<file path="config.mk">
export PLATFORM = sky130hd
export DESIGN_NAME = tlp_err_top
export DESIGN_NICKNAME = d
export VERILOG_FILES = /design/src/hw/tlp_err_pkg.sv /design/src/hw/err_inj_regs.sv /design/src/hw/tlp_err_inject.sv /design/src/hw/tlp_err_top.sv /design/src/hw/tlp_tx_slice.sv
export SDC_FILE = /design/constraint.sdc
export NUM_CORES = 1
export LEC_CHECK = 0
export ABC_AREA = 1
export BUFFER_PORTS_ARGS = -buffer_cell sky130_fd_sc_hd__clkbuf_2
export CAP_MARGIN = 10
export CORE_ASPECT_RATIO = 2
export CORE_MARGIN = 10
export CORE_UTILIZATION = 45
export DETAILED_ROUTE_END_ITERATION = 8
export PLACE_DENSITY = 0.68
export SLEW_MARGIN = 15
export SYNTH_ARGS = -nofsm -noshare
export SYNTH_HDL_FRONTEND = slang
export SYNTH_SLANG_ARGS = --single-unit
</file>
<file path="constraint.sdc">
create_clock -name clk -period 22.7 [get_ports clk]
set_input_delay 3.405 -clock clk [delete_from_list [all_inputs] [get_ports clk]]
set_output_delay 3.405 -clock clk [all_outputs]
set_load 0.03 [all_outputs]
</file>
<file path="src/hw/tlp_err_pkg.sv">
package tlp_err_pkg;

  // ========================================
  // Stream beat
  // ========================================

  // The TLP header rides in data[63:0] on the first beat of a packet
  typedef struct packed {
    logic [127:0] data;
    logic         last;
  } tlp_beat_t;

  // ========================================
  // Header layouts
  // ========================================

  // Request view, used for memory reads and memory writes
  typedef struct packed {
    logic [7:0]  fmt_type;
    logic [9:0]  tag;
    logic [9:0]  length;
    logic [3:0]  rsvd;
    logic [31:0] addr;
  } tlp_req_hdr_t;

  // Completion view, byte_count counts the bytes still owed to the requester
  typedef struct packed {
    logic [7:0]  fmt_type;
    logic [9:0]  tag;
    logic [9:0]  length;
    logic [11:0] byte_count;
    logic [15:0] cpl_id;
    logic [7:0]  low_addr_status;
  } tlp_cpl_hdr_t;

  // fmt_type sits in the same place in both views, so it selects the view
  typedef union packed {
    tlp_req_hdr_t req;
    tlp_cpl_hdr_t cpl;
  } tlp_hdr_u;

  // Format and type codes
  localparam logic [7:0] fmt_mwr  = 8'h40;
  localparam logic [7:0] fmt_mrd  = 8'h00;
  localparam logic [7:0] fmt_cpl  = 8'h0A;
  localparam logic [7:0] fmt_cpld = 8'h4A;
  localparam logic [7:0] fmt_bad  = 8'h43;

  // Values forced into headers by the faults
  localparam logic [9:0]  tag_in_use        = 10'd2;
  localparam logic [9:0]  tag_over_max      = 10'h221;
  localparam logic [9:0]  len_oversize      = 10'd136;
  localparam logic [11:0] cpl_bc_short_step = 12'd4;

  // ========================================
  // Fault enables and register map
  // ========================================

  // Declared from the top bit down, so mwr_short lands on bit 0
  typedef struct packed {
    logic bad_fmt;
    logic cpl_replay;
    logic cpl_drop;
    logic cpl_len_short;
    logic cpl_bc_short;
    logic tag_max;
    logic tag_reuse;
    logic mrd_oversize;
    logic mwr_oversize;
    logic mwr_long;
    logic mwr_short;
  } fault_vec_t;

  // Wishbone classic request, adr is a word address
  typedef struct packed {
    logic        cyc;
    logic        stb;
    logic        we;
    logic [3:0]  adr;
    logic [31:0] dat;
  } wb_req_t;

  typedef struct packed {
    logic [31:0] dat;
    logic        ack;
  } wb_rsp_t;

  localparam logic [3:0] reg_fault_en  = 4'd0;
  localparam logic [3:0] reg_inj_count = 4'd1;

endpackage

</file>
<file path="src/hw/err_inj_regs.sv">
`timescale 1ns/100ps

module err_inj_regs
(
  input  logic                    clk,
  input  logic                    rst_n,
  input  tlp_err_pkg::wb_req_t    wb_req,
  output tlp_err_pkg::wb_rsp_t    wb_rsp,
  output tlp_err_pkg::fault_vec_t fault_en,
  input  logic                    inj_pulse
);
  import tlp_err_pkg::*;

  logic        ack_q;
  logic [31:0] rd_data;
  logic [31:0] inj_count;
  fault_vec_t  fault_en_q;
  logic        access;
  logic        wr_en;
  logic [31:0] rd_mux;

  // An access is taken only when ack was low, giving the one idle cycle
  assign access = wb_req.cyc && wb_req.stb && !ack_q;
  assign wr_en  = access && wb_req.we;

  // ========================================
  // Read mux
  // ========================================
  always_comb
  begin
    // Unmapped words read as zero
    rd_mux = 32'd0;
    case (wb_req.adr)
      reg_fault_en:  rd_mux = {21'd0, fault_en_q};
      reg_inj_count: rd_mux = inj_count;
      default:       rd_mux = 32'd0;
    endcase
  end

  // ========================================
  // Bus handshake and registers
  // ========================================
  always_ff @(posedge clk or negedge rst_n)
  begin
    if (!rst_n)
    begin
      ack_q      <= 1'b0;
      fault_en_q <= '0;
      inj_count  <= 32'd0;
    end
    else
    begin
      ack_q <= access;
      if (wr_en && (wb_req.adr == reg_fault_en))
      begin
        fault_en_q <= wb_req.dat[10:0];
      end
      // A write to the counter clears it, and it wins over a pulse
      if (wr_en && (wb_req.adr == reg_inj_count))
      begin
        inj_count <= 32'd0;
      end
      else if (inj_pulse && (inj_count != 32'hFFFF_FFFF))
      begin
        inj_count <= inj_count + 32'd1;
      end
    end
  end

  // Read data is captured on the edge that raises ack
  always_ff @(posedge clk)
  begin
    if (access)
    begin
      rd_data <= rd_mux;
    end
  end

  assign wb_rsp.ack = ack_q;
  assign wb_rsp.dat = rd_data;
  assign fault_en   = fault_en_q;

endmodule

</file>
<file path="src/hw/tlp_err_inject.sv">
`timescale 1ns/100ps

module tlp_err_inject
(
  input  logic                    clk,
  input  logic                    rst_n,
  input  logic                    q_valid,
  output logic                    q_ready,
  input  tlp_err_pkg::tlp_beat_t  q_beat,
  output logic                    link_valid,
  input  logic                    link_ready,
  output tlp_err_pkg::tlp_beat_t  link_beat,
  input  tlp_err_pkg::fault_vec_t fault_en,
  output logic                    inj_pulse
);
  import tlp_err_pkg::*;

  // Packet tracking state
  logic         sop;
  logic         in_drop;
  // Replay state, armed during a completion and pending after its last beat
  logic         rep_armed;
  logic         rep_pend;
  logic         rep_hold;
  logic [127:0] rep_data;

  tlp_hdr_u     hdr_in;
  tlp_hdr_u     hdr_out;
  tlp_beat_t    mod_beat;
  logic         is_mwr;
  logic         is_mrd;
  logic         is_cpl;
  logic         hdr_changed;
  logic         drop_now;
  logic         arm_now;
  logic         rep_show;
  logic         q_fire;
  logic         send_fire;
  logic         rep_fire;

  // ========================================
  // Header classification
  // ========================================

  // The decode is only meaningful while sop is high
  always_comb
  begin
    hdr_in = q_beat.data[63:0];
    is_mwr = (hdr_in.req.fmt_type == fmt_mwr);
    is_mrd = (hdr_in.req.fmt_type == fmt_mrd);
    is_cpl = (hdr_in.cpl.fmt_type == fmt_cpl) || (hdr_in.cpl.fmt_type == fmt_cpld);
  end

  // A completion is dropped as a whole, decided at its header beat
  assign drop_now = sop ? (is_cpl && fault_en.cpl_drop) : in_drop;

  // A dropped completion is never replayed since nothing of it was sent
  assign arm_now = sop ? (is_cpl && fault_en.cpl_replay && !fault_en.cpl_drop) : rep_armed;

  // ========================================
  // Header rewrites
  // ========================================

  // Each enabled fault writes from the original field, so later bits win
  always_comb
  begin
    hdr_out = hdr_in;
    if (is_mwr)
    begin
      if (fault_en.mwr_short)
        hdr_out.req.length = hdr_in.req.length - 10'd1;
      if (fault_en.mwr_long)
        hdr_out.req.length = hdr_in.req.length + 10'd1;
      if (fault_en.mwr_oversize)
        hdr_out.req.length = len_oversize;
    end
    if (is_mrd)
    begin
      if (fault_en.mrd_oversize)
        hdr_out.req.length = len_oversize;
      if (fault_en.tag_reuse)
        hdr_out.req.tag = tag_in_use;
      if (fault_en.tag_max)
        hdr_out.req.tag = tag_over_max;
    end
    if (is_cpl)
    begin
      if (fault_en.cpl_bc_short)
        hdr_out.cpl.byte_count = hdr_in.cpl.byte_count - cpl_bc_short_step;
      if (fault_en.cpl_len_short)
        hdr_out.cpl.length = hdr_in.cpl.length - 10'd1;
    end
    // Malformed TLP applies to every header regardless of its class
    if (fault_en.bad_fmt)
      hdr_out.req.fmt_type = fmt_bad;
  end

  // Payload beats pass untouched, only the header word is swapped
  always_comb
  begin
    mod_beat = q_beat;
    if (sop)
    begin
      mod_beat.data[63:0] = hdr_out;
    end
  end

  assign hdr_changed = (hdr_out != hdr_in);

  // ========================================
  // Output selection
  // ========================================

  // The replay goes out in a gap, and once shown it stays until taken
  assign rep_show = rep_pend && (!q_valid || rep_hold);

  always_comb
  begin
    if (rep_show)
    begin
      link_valid     = 1'b1;
      link_beat.data = rep_data;
      link_beat.last = 1'b1;
      q_ready        = 1'b0;
    end
    else
    begin
      // Dropped beats are sunk here at full rate
      link_valid = q_valid && !drop_now;
      link_beat  = mod_beat;
      q_ready    = drop_now || link_ready;
    end
  end

  assign q_fire    = q_valid && q_ready;
  assign send_fire = q_fire && !drop_now;
  assign rep_fire  = rep_show && link_ready;

  // One strobe per changed header, per dropped completion, per replay sent
  assign inj_pulse = (send_fire && sop && hdr_changed) ||
                     (q_fire && sop && drop_now) ||
                     rep_fire;

  // ========================================
  // State update
  // ========================================
  always_ff @(posedge clk or negedge rst_n)
  begin
    if (!rst_n)
    begin
      sop       <= 1'b1;
      in_drop   <= 1'b0;
      rep_armed <= 1'b0;
      rep_pend  <= 1'b0;
      rep_hold  <= 1'b0;
    end
    else
    begin
      if (q_fire)
      begin
        // The beat after a last opens the next packet
        sop     <= q_beat.last;
        in_drop <= drop_now && !q_beat.last;
      end
      if (send_fire)
      begin
        rep_armed <= arm_now && !q_beat.last;
      end
      if (rep_fire)
      begin
        rep_pend <= 1'b0;
      end
      else if (send_fire && arm_now && q_beat.last)
      begin
        rep_pend <= 1'b1;
      end
      rep_hold <= rep_show && !link_ready;
    end
  end

  // Copy of the completion header as it went out on the link
  always_ff @(posedge clk)
  begin
    if (send_fire && sop && arm_now)
    begin
      rep_data <= mod_beat.data;
    end
  end

endmodule

</file>
<file path="src/hw/tlp_err_top.sv">
`timescale 1ns/100ps

module tlp_err_top
(
  input  logic                   clk,
  input  logic                   rst_n,
  input  tlp_err_pkg::wb_req_t   wb_req,
  output tlp_err_pkg::wb_rsp_t   wb_rsp,
  input  logic                   afu_valid,
  output logic                   afu_ready,
  input  tlp_err_pkg::tlp_beat_t afu_beat,
  output logic                   link_valid,
  input  logic                   link_ready,
  output tlp_err_pkg::tlp_beat_t link_beat
);
  import tlp_err_pkg::*;

  // Registered stream between the slice and the injector
  logic       q_valid;
  logic       q_ready;
  tlp_beat_t  q_beat;
  // Side band between the injector and the register block
  fault_vec_t fault_en;
  logic       inj_pulse;

  // ========================================
  // Stream path
  // ========================================
  tlp_tx_slice u_slice (
    .clk       (clk),
    .rst_n     (rst_n),
    .afu_valid (afu_valid),
    .afu_ready (afu_ready),
    .afu_beat  (afu_beat),
    .q_valid   (q_valid),
    .q_ready   (q_ready),
    .q_beat    (q_beat)
  );

  tlp_err_inject u_inject (
    .clk        (clk),
    .rst_n      (rst_n),
    .q_valid    (q_valid),
    .q_ready    (q_ready),
    .q_beat     (q_beat),
    .link_valid (link_valid),
    .link_ready (link_ready),
    .link_beat  (link_beat),
    .fault_en   (fault_en),
    .inj_pulse  (inj_pulse)
  );

  // Control registers on the Wishbone side
  err_inj_regs u_regs (
    .clk       (clk),
    .rst_n     (rst_n),
    .wb_req    (wb_req),
    .wb_rsp    (wb_rsp),
    .fault_en  (fault_en),
    .inj_pulse (inj_pulse)
  );

endmodule

</file>
<file path="src/hw/tlp_tx_slice.sv">
`timescale 1ns/100ps

module tlp_tx_slice
(
  input  logic                   clk,
  input  logic                   rst_n,
  input  logic                   afu_valid,
  output logic                   afu_ready,
  input  tlp_err_pkg::tlp_beat_t afu_beat,
  output logic                   q_valid,
  input  logic                   q_ready,
  output tlp_err_pkg::tlp_beat_t q_beat
);
  import tlp_err_pkg::*;

  // Occupied flag for the single entry
  logic      full;
  // Goes high on the first edge after reset, keeps the AFU stalled until then
  logic      live;
  tlp_beat_t beat_q;

  // Room exists when empty, or when the held beat leaves this cycle
  assign afu_ready = live && (!full || q_ready);

  assign q_valid = full;
  assign q_beat  = beat_q;

  // ========================================
  // Control state
  // ========================================
  always_ff @(posedge clk or negedge rst_n)
  begin
    if (!rst_n)
    begin
      full <= 1'b0;
      live <= 1'b0;
    end
    else
    begin
      live <= 1'b1;
      // A refill and a drain in the same cycle keep the entry occupied
      if (afu_ready)
      begin
        full <= afu_valid;
      end
    end
  end

  // The beat itself is loaded only on an accepted transfer
  always_ff @(posedge clk)
  begin
    if (afu_valid && afu_ready)
    begin
      beat_q <= afu_beat;
    end
  end

endmodule

</file>
==> reports/summary.txt <==
CTS resizes: 0
largest net degree at the start of global routing: 100
RePlAce Congestion: 0.985
clk slew on worst S/H paths: 0.07 ns
Seq pwr share: 44.9%
Peak VDD IR: 88.1 uV
DP Cell Count: 2238
row count: 96
synthesized instance count: 1531
drt pass-1 iters: 5
commonest non-fill, non-tap cell in the layout: nand2_1
CP bufs+invs: 5
Compound-Gate Fraction of Synth Area: 2.71%
Tcrit/Tclk final: 34.7%
most frequent cells in the layout: 585 x nand2_1, 314 x clkbuf_2, 289 x edfxtp_1
Worst Path Required: 19.30 ns
global-route wire length before repair: 68400 um
Layout Cells excl Fill: 2301
sequential area share after synthesis: 64.4%
XOR/XNOR Fraction of Synth Area: 2.04%
clock sinks: 340
minimum clock period: 7.88 ns
Relative slew margins: 29.1%
vias in the first global route: 11900
placed wire-length estimate: 33700 um
H-Tree Level Count: 1
Die Wd: 151 um
Synth Warn #: 0
clock latency on the worst-skew pair: 0.58 ns
Crit Path Class: primary input to primary output
setup TNS: 0 ns
drt wl/cell: 20.0 um
Layout Skew: 0.00965 ns
crit-path max FO: 3
final hold vios: 0
routed via count: 11800
P_sw: 0.000532 W
cell area after synthesis: 0.0155 mm2
CTS Root Cell: clkbuf_16
Critical Path AT: 4.48 ns
pwr dens: 88.5 mW/mm2
switch share: 32.5%
IO Count: 336
RSZ-0062 raised after global routing: no
initial core utilization: 45.3%
initial antenna violation count: 5
Synth area leaders: edfxtp_1 56%, nand2_1 14%, dfrtp_1 8.1%, inv_1 3.2%, nor2_1 2.5%
Synth top area share: 56.2%
CP top delay family: buffers and inverters
Clock Power Share: 33.6%
#FFs+latches synth: 340
clock buffer depth: 3
Static Leak: 8.12 nW
Synth cell types: 47
total track usage: 20.9%
P&R area growth vs syn: 19.6%
syn_area_per_cell: 10.1 um2
Post-CTS Hold Fix Bufs: 0
Worst Tran Pin Value: 1.06 ns
Detailed Route Iter0 Violations: 749
crit path capture type: primary output
Final Setup Violations: 0
Post-synth EDFFs: 289
via density per instance: 5.12
f_max: 127 MHz
sequence of cells on the critical path: clkbuf_2 -> inv_1 -> nand2_1 -> nand2_1 -> inv_1 -> o21ai_0 -> inv_1 -> clkbuf_2
Core Area: 0.0341 mm2
postcts setup bufs: 0
fraction of layout cells with a size suffix above 1: 24.4%
die height: 282 um
Critical-path top delay cell: o21ai_0
run status: finished clean
Int Pwr: 0.00110 W
CTS tree: built
most frequent CP cell: inv_1
Async SR Flop Fraction: 15.0%
Overflow after GRT: 0
Synth Area in Adders: 0.324%
drt drc: 0
CP peak stage delay: 0.36 ns
IO buf count: 314
Post-Route WL: 46000 um
Max Transition Viols Final: 0
syn nets: 1707
Hold WC Path Type: flop to flop
simple-gate share of the synthesized area: 25.1%
final net count: 2006
post-synth top area cell: edfxtp_1
post-synthesis mux area share: 0.0648%
CTS Buf Count: 31
Startpoint Class: primary input
Gate power share: 21.5%
die area: 0.0426 mm2
top_reg_cell synth: edfxtp_1
maxcap violations: 0
largest family of logic cells by synthesized area: simple AND/OR/NAND/NOR gates
ANT nets after route: 0
[synth_stat cells (all sizes together) (2+ instances only)]
master / instances
nor3: 33
edfxtp: 289
or2: 3
buf: 18
xor2: 33
o21bai: 2
nor4: 9
ha: 4
nor2: 113
o21ai: 40
inv: 140
nor3b: 2
nand2: 592
o22ai: 12
dfrtp: 50
nand4: 47
a21oi: 10
a31oi: 5
nand3: 77
clkbuf: 40
xnor2: 3
[power groups by stage]
| stage | logic [W] | registers [W] | clock network [W] |
|---|---|---|---|
| after detailed placement | 0.000355 | 0.000747 | 0 |
| after global routing | 0.000381 | 0.000737 | 0.000585 |
| after floorplan | 0.000241 | 0.000740 | 0 |
| after CTS | 0.000357 | 0.000734 | 0.000562 |
| after global placement | 0.000352 | 0.000746 | 0 |
| final | 0.000352 | 0.000735 | 0.000549 |
[stage by stage]
stage / util, % / worst slack (ns) / instance area [um2] / power (W) / hold WS (ns)
2_1_floorplan: - / 12.96 / 15500 / 0.000981 / 0.427
3_3_place_gp: 51.0 / 14.85 / 17400 / 0.00110 / 0.430
3_5_place_dp: 51.0 / 14.83 / 17400 / 0.00110 / 0.432
4_1_cts: 54.2 / 14.83 / 18500 / 0.00165 / 0.449
5_1_grt: 54.2 / 14.66 / 18500 / 0.00170 / 0.457
6_report: 54.2 / 14.82 / 18500 / 0.00164 / 0.449
[path summary, 6_finish.rpt]
| check | from | slack [ns] | depth (start not counted) | endpoint |
|---|---|---|---|---|
| min in group asynchronous | rst_n | 2.94 | 2 | u_regs.inj_count[20] |
| max in group asynchronous | rst_n | 19.24 | 2 | u_regs.inj_count[8] |
| worst max-delay path | link_ready | 14.82 | 8 | afu_ready |
| worst max register to register | u_inject.sop | 18.28 | 12 | u_slice.q_beat[120] |
| worst min-delay path | u_slice.q_beat[90] | 0.45 | 0 | u_inject.rep_data[89] |
| worst min register to register | u_slice.q_beat[90] | 0.45 | 0 | u_inject.rep_data[89] |
[cell families after synthesis]
logic type                 Yosys count
and+or+nand+nor                    877
DFF                                340
buffers and inverters              199
AOI/OAI and AO/OA                   73
xor gates and xnor gates            36
adders and majority gates            4
other                                1
muxes                                1
[flip-flops by register name, indices dropped and copies added (netlist names)]
| name | count |
|---|---|
| u_slice.q_valid | 1 |
| u_regs.inj_count | 32 |
| u_regs.rd_data | 32 |
| u_inject.sop | 1 |
| u_slice.live | 1 |
| u_regs.fault_en | 11 |
| u_inject.rep_pend | 1 |
| u_inject.rep_hold | 1 |
| u_inject.in_drop | 1 |
| u_slice.q_beat | 129 |
| u_inject.rep_armed | 1 |
| u_inject.rep_data | 128 |
| u_regs.ack_q | 1 |
[worst register-to-register path, delay by kind of cell, from the launching register on]
kind / cells / cell delay, ns
AO/OA/AOI/OAI: 2 / 0.25
buffers and inverters: 5 / 1.95
flip-flops: 1 / 0.82
AND/OR/NAND/NOR: 5 / 0.97
[area by class of cell]
class / count / area, um2
diodes: 5 / 12.5
clock buffers: 35 / 821
clock inverters: 23 / 259
fillers: 3014 / 15600
inverters: 141 / 532
multi-input cells: 992 / 4710
flip-flops and latches: 340 / 9960
well taps: 441 / 552
repair buffers: 324 / 1650
[per-layer routing]
layer / share of wire, % / vias up / track usage [%] / routed length [um]
li1: - / 5675 / - / -
met1: 35 / 5547 / 22.6 / 16100
met2: 53 / 441 / 37.6 / 24200
met3: 6.8 / 113 / 3.43 / 3150
met4: 5.7 / 0 / 11.7 / 2620
met5: 0 / - / 0 / 0
No activity file was read; power rests on OpenSTA's default activity.
